## src/hw/ccip_shim_macros.svh

```systemverilog
`ifndef CCIP_SHIM_MACROS_SVH
`define CCIP_SHIM_MACROS_SVH

// Slots in each reorder buffer, which bounds the requests in flight per channel
`define CCIP_ROB_DEPTH 16

// Width of a slot index, enough to address CCIP_ROB_DEPTH slots
`define CCIP_ROB_IDX_W 4

// Default number of FIU-side register stages
`define CCIP_REG_STAGES 1

// Narrowed CCI-P field widths
`define CCIP_ADDR_W 16
`define CCIP_LINE_W 64
`define CCIP_MDATA_W 16

`endif

```

## src/hw/ccip_shim_pkg.sv

```systemverilog
`include "ccip_shim_macros.svh"

package ccip_shim_pkg;

    // ========================================
    // Request fields
    // ========================================

    // Line address, narrowed from the full CCI-P address
    typedef logic [`CCIP_ADDR_W-1:0] ccip_addr_t;

    // One data line, used for write data and as the read response payload
    typedef logic [`CCIP_LINE_W-1:0] ccip_line_t;

    // Metadata tag carried by a request and echoed back by its response
    // On the FIU side only the low slot index bits are meaningful
    typedef logic [`CCIP_MDATA_W-1:0] ccip_mdata_t;

    // ========================================
    // Response payloads
    // ========================================

    // Write response fields kept per slot until the write is released in order
    // Read responses need no struct since their payload is a plain line
    typedef struct packed
    {
        // Cache hit or miss reported by the host
        logic hit_miss;

        // Virtual channel the host used for the request
        logic [1:0] vc_used;
    } ccip_wr_rsp_t;

endpackage

```

## src/hw/ccip_reg_stage.sv

```systemverilog
`timescale 1ns/1ps

`include "ccip_shim_macros.svh"

// FIU-side register pipeline shared by both channels
// Every field moves through N_STAGES registers in both directions
module ccip_reg_stage
#(
    parameter int N_STAGES = `CCIP_REG_STAGES
)
(
    input  logic clk,
    input  logic reset,

    // Renamed requests from the two reorder buffers
    input  logic c0_alloc_valid,
    input  logic [`CCIP_ROB_IDX_W-1:0] c0_alloc_idx,
    input  ccip_shim_pkg::ccip_addr_t c0_addr,
    input  logic c1_alloc_valid,
    input  logic [`CCIP_ROB_IDX_W-1:0] c1_alloc_idx,
    input  ccip_shim_pkg::ccip_addr_t c1_addr,
    input  ccip_shim_pkg::ccip_line_t c1_data,

    // Host responses and almost-full levels
    input  logic fiu_c0_rx_valid,
    input  ccip_shim_pkg::ccip_mdata_t fiu_c0_rx_mdata,
    input  ccip_shim_pkg::ccip_line_t fiu_c0_rx_data,
    input  logic fiu_c1_rx_valid,
    input  ccip_shim_pkg::ccip_mdata_t fiu_c1_rx_mdata,
    input  logic fiu_c1_rx_hit_miss,
    input  logic [1:0] fiu_c1_rx_vc_used,
    input  logic fiu_c0_almost_full,
    input  logic fiu_c1_almost_full,

    // Requests toward the host
    output logic fiu_c0_tx_valid,
    output ccip_shim_pkg::ccip_addr_t fiu_c0_tx_addr,
    output ccip_shim_pkg::ccip_mdata_t fiu_c0_tx_mdata,
    output logic fiu_c1_tx_valid,
    output ccip_shim_pkg::ccip_addr_t fiu_c1_tx_addr,
    output ccip_shim_pkg::ccip_line_t fiu_c1_tx_data,
    output ccip_shim_pkg::ccip_mdata_t fiu_c1_tx_mdata,

    // Registered fills toward the reorder buffers
    output logic c0_fill_valid,
    output logic [`CCIP_ROB_IDX_W-1:0] c0_fill_idx,
    output ccip_shim_pkg::ccip_line_t c0_fill_data,
    output logic c1_fill_valid,
    output logic [`CCIP_ROB_IDX_W-1:0] c1_fill_idx,
    output ccip_shim_pkg::ccip_wr_rsp_t c1_fill_rsp,

    // Delayed FIU almost-full levels
    output logic c0_fiu_af,
    output logic c1_fiu_af
);

    import ccip_shim_pkg::*;

    localparam int IDX_W = `CCIP_ROB_IDX_W;
    localparam int CTRL_W = 6;
    localparam int DATA_W = 2 * $bits(ccip_addr_t) + 2 * $bits(ccip_line_t) +
                            4 * IDX_W + $bits(ccip_wr_rsp_t);

    // Write response fields gathered into the payload type before staging
    ccip_wr_rsp_t c1_rsp_in;

    // Slot indices leaving the pipe, widened to the tag width below
    logic [IDX_W-1:0] c0_tx_idx;
    logic [IDX_W-1:0] c1_tx_idx;

    // Control bits are reset, payload bits are not
    logic [CTRL_W-1:0] ctrl_in;
    logic [DATA_W-1:0] data_in;
    logic [CTRL_W-1:0] ctrl_q [N_STAGES];
    logic [DATA_W-1:0] data_q [N_STAGES];

    assign c1_rsp_in.hit_miss = fiu_c1_rx_hit_miss;
    assign c1_rsp_in.vc_used = fiu_c1_rx_vc_used;

    // ========================================
    // Pack both directions
    // ========================================

    assign ctrl_in = {c0_alloc_valid, c1_alloc_valid, fiu_c0_rx_valid,
                      fiu_c1_rx_valid, fiu_c0_almost_full, fiu_c1_almost_full};

    // The host echoes the slot index in the low bits of mdata
    assign data_in = {c0_addr, c0_alloc_idx, c1_addr, c1_data, c1_alloc_idx,
                      fiu_c0_rx_mdata[IDX_W-1:0], fiu_c0_rx_data,
                      fiu_c1_rx_mdata[IDX_W-1:0], c1_rsp_in};

    always_ff @(posedge clk)
    begin
        if (reset)
        begin
            for (int i = 0; i < N_STAGES; i++)
            begin
                ctrl_q[i] <= '0;
            end
        end
        else
        begin
            ctrl_q[0] <= ctrl_in;
            for (int i = 1; i < N_STAGES; i++)
            begin
                ctrl_q[i] <= ctrl_q[i-1];
            end
        end
    end

    always_ff @(posedge clk)
    begin
        data_q[0] <= data_in;
        for (int i = 1; i < N_STAGES; i++)
        begin
            data_q[i] <= data_q[i-1];
        end
    end

    // ========================================
    // Unpack the last stage
    // ========================================

    assign {fiu_c0_tx_valid, fiu_c1_tx_valid, c0_fill_valid,
            c1_fill_valid, c0_fiu_af, c1_fiu_af} = ctrl_q[N_STAGES-1];

    assign {fiu_c0_tx_addr, c0_tx_idx, fiu_c1_tx_addr, fiu_c1_tx_data, c1_tx_idx,
            c0_fill_idx, c0_fill_data, c1_fill_idx, c1_fill_rsp} = data_q[N_STAGES-1];

    // Slot index goes out zero-extended in the tag field
    assign fiu_c0_tx_mdata = {{($bits(ccip_mdata_t) - IDX_W){1'b0}}, c0_tx_idx};
    assign fiu_c1_tx_mdata = {{($bits(ccip_mdata_t) - IDX_W){1'b0}}, c1_tx_idx};

endmodule

```

## src/hw/ccip_rob.sv

```systemverilog
`timescale 1ns/1ps

`include "ccip_shim_macros.svh"

// Reorder buffer for one CCI-P channel
// Requests are renamed to a slot index on the way to the host, and responses
// that come back in any order are released to the AFU in request order
module ccip_rob
#(
    parameter type payload_t = ccip_shim_pkg::ccip_line_t,
    parameter int DEPTH = `CCIP_ROB_DEPTH
)
(
    input  logic clk,
    input  logic reset,

    // AFU request strobe and its original tag
    input  logic req_valid,
    input  ccip_shim_pkg::ccip_mdata_t req_mdata,

    // FIU almost-full level, already delayed by the register stages
    input  logic fiu_almost_full,

    // Renamed request toward the register stages
    output logic alloc_valid,
    output logic [`CCIP_ROB_IDX_W-1:0] alloc_idx,
    output logic almost_full,

    // Host response, with the slot index it was tagged with
    input  logic fill_valid,
    input  logic [`CCIP_ROB_IDX_W-1:0] fill_idx,
    input  payload_t fill_payload,

    // In-order response toward the AFU
    output logic rsp_valid,
    output payload_t rsp_payload,
    output ccip_shim_pkg::ccip_mdata_t rsp_mdata
);

    import ccip_shim_pkg::*;

    localparam int IDX_W = `CCIP_ROB_IDX_W;
    localparam int CNT_W = $clog2(DEPTH + 1);

    // Oldest allocated slot and next slot to allocate
    logic [IDX_W-1:0] head;
    logic [IDX_W-1:0] tail;

    // Number of slots not holding a request
    logic [CNT_W-1:0] free_cnt;

    // Set when the slot's response has arrived and is waiting to drain
    logic [DEPTH-1:0] ready;

    // Per-slot storage for the host payload and the AFU tag
    payload_t data_mem [DEPTH];
    ccip_mdata_t tag_mem [DEPTH];

    // A fill that lands on the head slot can drain in the same cycle
    logic fill_hits_head;
    logic drain;

    // Advance a slot pointer with wrap at DEPTH
    function automatic logic [IDX_W-1:0] next_idx(input logic [IDX_W-1:0] idx);
        if (idx == IDX_W'(DEPTH - 1))
        begin
            return '0;
        end
        return idx + 1'b1;
    endfunction

    // ========================================
    // Allocation
    // ========================================

    // The renamed request leaves in the same cycle, so the register stages
    // alone set the request latency toward the FIU
    assign alloc_valid = req_valid;
    assign alloc_idx = tail;

    always_ff @(posedge clk)
    begin
        if (reset)
        begin
            tail <= '0;
        end
        else if (req_valid)
        begin
            tail <= next_idx(tail);
        end
    end

    // Keep the AFU tag until the response is released
    always_ff @(posedge clk)
    begin
        if (req_valid)
        begin
            tag_mem[tail] <= req_mdata;
        end
    end

    // ========================================
    // Fill
    // ========================================

    always_ff @(posedge clk)
    begin
        if (fill_valid)
        begin
            data_mem[fill_idx] <= fill_payload;
        end
    end

    assign fill_hits_head = fill_valid && (fill_idx == head);

    // Head is drained either from a stored response or straight from the fill
    assign drain = ready[head] || fill_hits_head;

    always_ff @(posedge clk)
    begin
        if (reset)
        begin
            ready <= '0;
        end
        else
        begin
            // A fill that bypasses to the output never marks its slot
            if (fill_valid && !fill_hits_head)
            begin
                ready[fill_idx] <= 1'b1;
            end

            if (drain)
            begin
                ready[head] <= 1'b0;
            end
        end
    end

    // ========================================
    // In-order drain
    // ========================================

    always_ff @(posedge clk)
    begin
        if (reset)
        begin
            rsp_valid <= 1'b0;
            head <= '0;
        end
        else
        begin
            rsp_valid <= drain;
            if (drain)
            begin
                head <= next_idx(head);
            end
        end
    end

    always_ff @(posedge clk)
    begin
        if (drain)
        begin
            rsp_payload <= ready[head] ? data_mem[head] : fill_payload;
            rsp_mdata <= tag_mem[head];
        end
    end

    // ========================================
    // Flow control
    // ========================================

    // Allocation takes a slot and the drain returns one, possibly both at once
    always_ff @(posedge clk)
    begin
        if (reset)
        begin
            free_cnt <= CNT_W'(DEPTH);
        end
        else
        begin
            case ({req_valid, drain})
                2'b10: free_cnt <= free_cnt - 1'b1;
                2'b01: free_cnt <= free_cnt + 1'b1;
                default: free_cnt <= free_cnt;
            endcase
        end
    end

    // The AFU holds off when no slot is left or the host itself is filling up
    assign almost_full = (free_cnt == '0) || fiu_almost_full;

endmodule

```

## src/hw/host_chan_as_ccip.sv

```systemverilog
`timescale 1ns/1ps

`include "ccip_shim_macros.svh"

// Host channel shim that presents CCI-P to the AFU with responses sorted
// in request order on both the read (c0) and write (c1) channels
module host_chan_as_ccip
#(
    // FIU-side register stages, which also delay the FIU almost-full level
    parameter int N_STAGES = `CCIP_REG_STAGES
)
(
    input  logic clk,
    input  logic reset,

    // AFU read requests
    input  logic c0_tx_valid,
    input  ccip_shim_pkg::ccip_addr_t c0_tx_addr,
    input  ccip_shim_pkg::ccip_mdata_t c0_tx_mdata,

    // AFU write requests
    input  logic c1_tx_valid,
    input  ccip_shim_pkg::ccip_addr_t c1_tx_addr,
    input  ccip_shim_pkg::ccip_line_t c1_tx_data,
    input  ccip_shim_pkg::ccip_mdata_t c1_tx_mdata,

    // In-order responses and flow control toward the AFU
    output logic c0_rx_valid,
    output ccip_shim_pkg::ccip_line_t c0_rx_data,
    output ccip_shim_pkg::ccip_mdata_t c0_rx_mdata,
    output logic c1_rx_valid,
    output logic c1_rx_hit_miss,
    output logic [1:0] c1_rx_vc_used,
    output ccip_shim_pkg::ccip_mdata_t c1_rx_mdata,
    output logic c0_tx_almost_full,
    output logic c1_tx_almost_full,

    // Requests toward the FIU, tagged with slot indices
    output logic fiu_c0_tx_valid,
    output ccip_shim_pkg::ccip_addr_t fiu_c0_tx_addr,
    output ccip_shim_pkg::ccip_mdata_t fiu_c0_tx_mdata,
    output logic fiu_c1_tx_valid,
    output ccip_shim_pkg::ccip_addr_t fiu_c1_tx_addr,
    output ccip_shim_pkg::ccip_line_t fiu_c1_tx_data,
    output ccip_shim_pkg::ccip_mdata_t fiu_c1_tx_mdata,

    // Unordered responses and almost-full levels from the FIU
    input  logic fiu_c0_rx_valid,
    input  ccip_shim_pkg::ccip_line_t fiu_c0_rx_data,
    input  ccip_shim_pkg::ccip_mdata_t fiu_c0_rx_mdata,
    input  logic fiu_c1_rx_valid,
    input  logic fiu_c1_rx_hit_miss,
    input  logic [1:0] fiu_c1_rx_vc_used,
    input  ccip_shim_pkg::ccip_mdata_t fiu_c1_rx_mdata,
    input  logic fiu_c0_almost_full,
    input  logic fiu_c1_almost_full
);

    import ccip_shim_pkg::*;

    // Renamed requests from each reorder buffer
    logic c0_alloc_valid;
    logic [`CCIP_ROB_IDX_W-1:0] c0_alloc_idx;
    logic c1_alloc_valid;
    logic [`CCIP_ROB_IDX_W-1:0] c1_alloc_idx;

    // Registered host responses back into the reorder buffers
    logic c0_fill_valid;
    logic [`CCIP_ROB_IDX_W-1:0] c0_fill_idx;
    ccip_line_t c0_fill_data;
    logic c1_fill_valid;
    logic [`CCIP_ROB_IDX_W-1:0] c1_fill_idx;
    ccip_wr_rsp_t c1_fill_rsp;

    // FIU almost-full after the register stages
    logic c0_fiu_af;
    logic c1_fiu_af;

    // Write response as it leaves the write reorder buffer
    ccip_wr_rsp_t c1_rx_rsp;

    // ========================================
    // Read channel reorder buffer
    // ========================================

    ccip_rob
    #(
        .payload_t(ccip_line_t)
    )
    rob_rd
    (
        .clk,
        .reset,
        .req_valid(c0_tx_valid),
        .req_mdata(c0_tx_mdata),
        .fiu_almost_full(c0_fiu_af),
        .alloc_valid(c0_alloc_valid),
        .alloc_idx(c0_alloc_idx),
        .almost_full(c0_tx_almost_full),
        .fill_valid(c0_fill_valid),
        .fill_idx(c0_fill_idx),
        .fill_payload(c0_fill_data),
        .rsp_valid(c0_rx_valid),
        .rsp_payload(c0_rx_data),
        .rsp_mdata(c0_rx_mdata)
    );

    // ========================================
    // Write channel reorder buffer
    // ========================================

    ccip_rob
    #(
        .payload_t(ccip_wr_rsp_t)
    )
    rob_wr
    (
        .clk,
        .reset,
        .req_valid(c1_tx_valid),
        .req_mdata(c1_tx_mdata),
        .fiu_almost_full(c1_fiu_af),
        .alloc_valid(c1_alloc_valid),
        .alloc_idx(c1_alloc_idx),
        .almost_full(c1_tx_almost_full),
        .fill_valid(c1_fill_valid),
        .fill_idx(c1_fill_idx),
        .fill_payload(c1_fill_rsp),
        .rsp_valid(c1_rx_valid),
        .rsp_payload(c1_rx_rsp),
        .rsp_mdata(c1_rx_mdata)
    );

    assign c1_rx_hit_miss = c1_rx_rsp.hit_miss;
    assign c1_rx_vc_used = c1_rx_rsp.vc_used;

    // ========================================
    // FIU-side timing registers
    // ========================================

    // Address and data bypass the reorder buffers and join their slot
    // index here, since the buffers rename in the same cycle
    ccip_reg_stage
    #(
        .N_STAGES(N_STAGES)
    )
    reg_stage
    (
        .clk,
        .reset,
        .c0_alloc_valid,
        .c0_alloc_idx,
        .c0_addr(c0_tx_addr),
        .c1_alloc_valid,
        .c1_alloc_idx,
        .c1_addr(c1_tx_addr),
        .c1_data(c1_tx_data),
        .fiu_c0_rx_valid,
        .fiu_c0_rx_mdata,
        .fiu_c0_rx_data,
        .fiu_c1_rx_valid,
        .fiu_c1_rx_mdata,
        .fiu_c1_rx_hit_miss,
        .fiu_c1_rx_vc_used,
        .fiu_c0_almost_full,
        .fiu_c1_almost_full,
        .fiu_c0_tx_valid,
        .fiu_c0_tx_addr,
        .fiu_c0_tx_mdata,
        .fiu_c1_tx_valid,
        .fiu_c1_tx_addr,
        .fiu_c1_tx_data,
        .fiu_c1_tx_mdata,
        .c0_fill_valid,
        .c0_fill_idx,
        .c0_fill_data,
        .c1_fill_valid,
        .c1_fill_idx,
        .c1_fill_rsp,
        .c0_fiu_af,
        .c1_fiu_af
    );

endmodule

```

## config.mk

```make
export PLATFORM = sky130hd
export DESIGN_NAME = host_chan_as_ccip
export DESIGN_NICKNAME = d
export VERILOG_FILES = /design/src/hw/ccip_shim_pkg.sv /design/src/hw/ccip_reg_stage.sv /design/src/hw/ccip_rob.sv /design/src/hw/host_chan_as_ccip.sv
export VERILOG_INCLUDE_DIRS = /design/src /design/src/hw
export SDC_FILE = /design/constraint.sdc
export NUM_CORES = 2
export LEC_CHECK = 0
export ABC_AREA = 1
export ABC_CLOCK_PERIOD_IN_PS = 5890
export BUFFER_PORTS_ARGS = -buffer_cell sky130_fd_sc_hd__buf_4
export CAP_MARGIN = 20
export CELL_PAD_IN_SITES_DETAIL_PLACEMENT = 1
export CELL_PAD_IN_SITES_GLOBAL_PLACEMENT = 1
export CORE_MARGIN = 4
export CORE_UTILIZATION = 55
export CTS_BUF_LIST = sky130_fd_sc_hd__clkbuf_4
export DETAILED_ROUTE_END_ITERATION = 12
export GPL_TIMING_DRIVEN = 0
export PLACE_DENSITY_LB_ADDON = 0.2
export SETUP_SLACK_MARGIN = 0.4
export SYNTH_ARGS = -nofsm -noshare
export SYNTH_HDL_FRONTEND = slang
export SYNTH_SLANG_ARGS = --single-unit
```

## constraint.sdc

```tcl
create_clock -name clk -period 5.89 [get_ports clk]
set_input_delay 1.178 -clock clk [delete_from_list [all_inputs] [get_ports clk]]
set_output_delay 1.178 -clock clk [all_outputs]
set_load 0.1 [all_outputs]
```

==> flow_metrics.env <==
export IMPL_nets=7435
export IMPL_yosysSeqAreaShare=0.754
export IMPL_critical_path_slowest_cell="buf_2"
export IMPL_synth_edf_count=1683
export IMPL_regArea_um2=55600
export IMPL_grt_pass1_vias=60700
export IMPL_drtAntennaViolNets=0
export IMPL_ys_ff_latch=1936
export IMPL_cts_buffer_depth=4
export IMPL_cp_cell_sequence="buf_2 > xor2_1 > nor2_1 > nand3_1 > nand2_2 > buf_2 > ha_1 > inv_1 > fa_1 > a21o_1 > a21oi_1 > xor2_1 > nand2_1 > nand3_1"
export IMPL_power_frac_seq=0.463
export IMPL_crit_required_ns=7.19
export IMPL_p_comb_frac=0.199
export IMPL_ios=468
export IMPL_p_per_area_nw_per_um2=382
export IMPL_yosysTopAreaCell="edfxtp_1"
export IMPL_drt_total_wl_um=258000
export IMPL_finalMaxSlewViolations=0
export IMPL_cts_root_buf="clkbuf_4"
export IMPL_setup_violations=0
export IMPL_core_um2=133000
export IMPL_synthXorXnorAreaFrac=0.00202
export IMPL_synth_area_leaders="edfxtp_1, nand2_1, dfxtp_1"
export IMPL_synth_area_per_cell_um2=12.3
export IMPL_path_clk_slew_ns=0.07
export IMPL_nFillCells=13400
export IMPL_cts_tree="built"
export IMPL_clock_latency_ns=1.42
export IMPL_ctsHoldBuffers=174
export IMPL_crit_arrival_ns=5.24
export IMPL_fin_cells=9338
export IMPL_postSynthCellCount=5989
export IMPL_syn_to_final_growth_pct=20.3
export IMPL_clock_fmax_mhz=254
export IMPL_crit_path_end_kind="register"
export IMPL_synth_main_ff_cell="edfxtp_1"
export IMPL_avgRoutedWirePerCell_um=27.6
export IMPL_grt_pass1_wl_um=378000
export IMPL_grt_overflow=0
export IMPL_numCtsBuffers=493
export IMPL_antenna_found_initial=9
export IMPL_syn_area_um2=73700
export IMPL_p_sw_mw=11.1
export IMPL_synth_compound_area_frac=0.0755
export IMPL_drv_cap=0
export IMPL_power_mw=33.9
export IMPL_synth_yosys_warnings=0
export IMPL_final_hold_viol_count=0
export IMPL_gp_congestion=0.856
export IMPL_clkSinkCount=1936
export IMPL_final_area_um2=88700
export IMPL_io_buffers=419
export IMPL_synth_top_family_by_area="simple AND/OR/NAND/NOR gates"
export IMPL_rsz0062_at_grt="no"
export IMPL_drtIter0Drc=6398
export IMPL_period_minus_slack_ns=3.94
export IMPL_p_int_mw=22.8
export IMPL_firstDrtPassIters=6
export IMPL_slowest_delay_ns=0.69
export IMPL_routed_via_density=6.02
export IMPL_multi_input_area_um2=16300
export IMPL_htree_num_levels=5
export IMPL_place_inst=8271
export IMPL_die_area_um2=140000
export IMPL_postCtsSetupBuffers=0
export IMPL_start_util=0.553
export IMPL_track_usage=0.361
export IMPL_dp_hpwl_um=164000
export IMPL_worst_slew_pin_transition_ns=1.27
export IMPL_synth_top_area_frac=0.685
export IMPL_path_max_fanout=29
export IMPL_ir_drop_mv=0.306
export IMPL_synthAdderAreaFrac=0.00462
export IMPL_swShare=0.328
export IMPL_synthSimpleGateAreaFrac=0.135
export IMPL_vias=56300
export IMPL_fin_util=0.665
export IMPL_ys_types=35
export IMPL_start_kind="register"
export IMPL_rows=134
export IMPL_slew_limit_headroom=0.155
export IMPL_fin_skew_ns=0.121
export IMPL_die_height_um=374
export IMPL_async_flop_share=0
export IMPL_p_leak_nw=33.2
export IMPL_drive_above_1_share=0.194
export IMPL_fin_crit_sh=0.669
export IMPL_setup_worst_path_class="register to register"
export IMPL_clock_power_share=0.338
export IMPL_grt_start_max_net_pins=56
export IMPL_synthMuxAreaShare=0
export IMPL_drc=0
export IMPL_die_w_um=374
export IMPL_cts_resized=0
export IMPL_min_path_type="input pin to register"
export IMPL_status="complete, no violations"
export IMPL_placed_cell_area_um2=80700
worst max-delay path: cells and delay by family, from the launching register on:
| family | cells | cell delay (ns) |
|---|---|---|
| XOR/XNOR | 2 | 0.29 |
| flip-flops | 1 | 0.46 |
| adder cells (fa/ha/maj) | 2 | 0.76 |
| AO/OA/AOI/OAI | 2 | 0.38 |
| AND/OR/NAND/NOR | 5 | 0.78 |
| buffers and inverters | 3 | 1.18 |
sequential cells by signal, indices dropped and copies added (netlist names), 48 cells and up, named ones only:
signal              flops
rob_rd.data_mem      1024
reg_stage.data_q      179
rob_wr.data_mem        48
rob_rd.tag_mem        256
rob_rd.rsp_payload     64
rob_wr.tag_mem        256
power groups by stage:
| stage | clock network [mW] | registers [mW] | logic (mW) |
|---|---|---|---|
| global placement | 0 | 16.0 | 6.09 |
| detailed placement | 0 | 16.0 | 6.44 |
| CTS | 11.4 | 15.7 | 6.61 |
| finish | 11.5 | 15.7 | 6.74 |
| floorplan | 0 | 17.1 | 2.85 |
| global route | 12.3 | 15.7 | 7.09 |
cell usage in the layout, fill, tap and decap left out, drive strengths merged, types with 2 or more instances in the layout:
cell type / count
xnor2: 2
buf: 668
xor2: 15
inv: 122
o21ai: 297
clkinv: 130
o22ai: 128
a21o: 3
dfxtp: 253
a21oi: 439
nor2: 419
diode: 12
nor3: 5
nand4: 34
bufinv: 2
conb: 24
edfxtp: 1683
nand2: 1749
o31ai: 128
o211ai: 12
clkbuf: 936
dlygate4sd3: 174
fa: 2
nand3: 306
ha: 24
metrics by stage:
stage	setup WS [ns]	hold WS, ns	setup TNS (ns)
6_report	1.95	0.115	0
3_5_place_dp	2.09	0.385	0
3_3_place_gp	-1.79	0.387	-1319.50
5_1_grt	1.71	0.0405	0
4_1_cts	2.05	0.0280	0
2_1_floorplan	1.96	0.364	0
Yosys cell counts, types with 110 or more instances:
library cell / number
inv_1: 110
o21ai_0: 296
buf_2: 114
edfxtp_1: 1683
o22ai_1: 128
nand3_1: 305
o31ai_1: 128
nand2_1: 1746
nor2_1: 411
a21oi_1: 439
dfxtp_1: 253
clkbuf_1: 195
area by class of cell:
| cell class | count | share of cell area |
|---|---|---|
| Antenna cell | 12 | 0.000339 |
| Buffer | 370 | 0.0188 |
| Clock buffer | 741 | 0.0627 |
| Clock inverter | 138 | 0.00670 |
| Inverter | 117 | 0.00498 |
| Multi-Input combinational cell | 3589 | 0.184 |
| Sequential cell | 1936 | 0.627 |
| Tap cell | 1768 | 0.0249 |
| Timing Repair Buffer | 667 | 0.0706 |
layer usage:
layer	vias up	GRT usage	wire, um
met4	8	0.188	13300
met1	27900	0.445	91500
met3	864	0.0720	24300
met2	3695	0.608	129000
li1	23800	-	-
met5	-	0	51
path summary, 6_finish.rpt:
check                           depth (start not counted)                                to  slack, ns                             start
worst max-delay path                                   14   rob_wr.free_cnt[4]$_SDFFE_PP1P_       1.95       rob_wr.head[0]$_SDFFE_PP0N_
worst min-delay path                                    1   rob_wr.tag_mem[11][3]$_DFFE_PP_       0.11                    c1_tx_mdata[3]
worst max register to register                         14   rob_wr.free_cnt[4]$_SDFFE_PP1P_       1.95       rob_wr.head[0]$_SDFFE_PP0N_
worst min register to register                          0  reg_stage.data_q[0][160]$_DFF_P_       0.42  rob_rd.alloc_idx[1]$_SDFFE_PP0P_
logic make-up (layout without fill, tap and decap cells):
kind of cell / after synthesis / in the layout
AND/OR/NAND/NOR: 2514 / 2514
XOR/XNOR: 17 / 17
AO/OA/AOI/OAI: 1008 / 1008
other: 1 / 36
flip-flops: 1936 / 1936
buffers and inverters: 487 / 2033
adder cells (fa/ha/maj): 26 / 26
(Power assumes the default switching activity.)
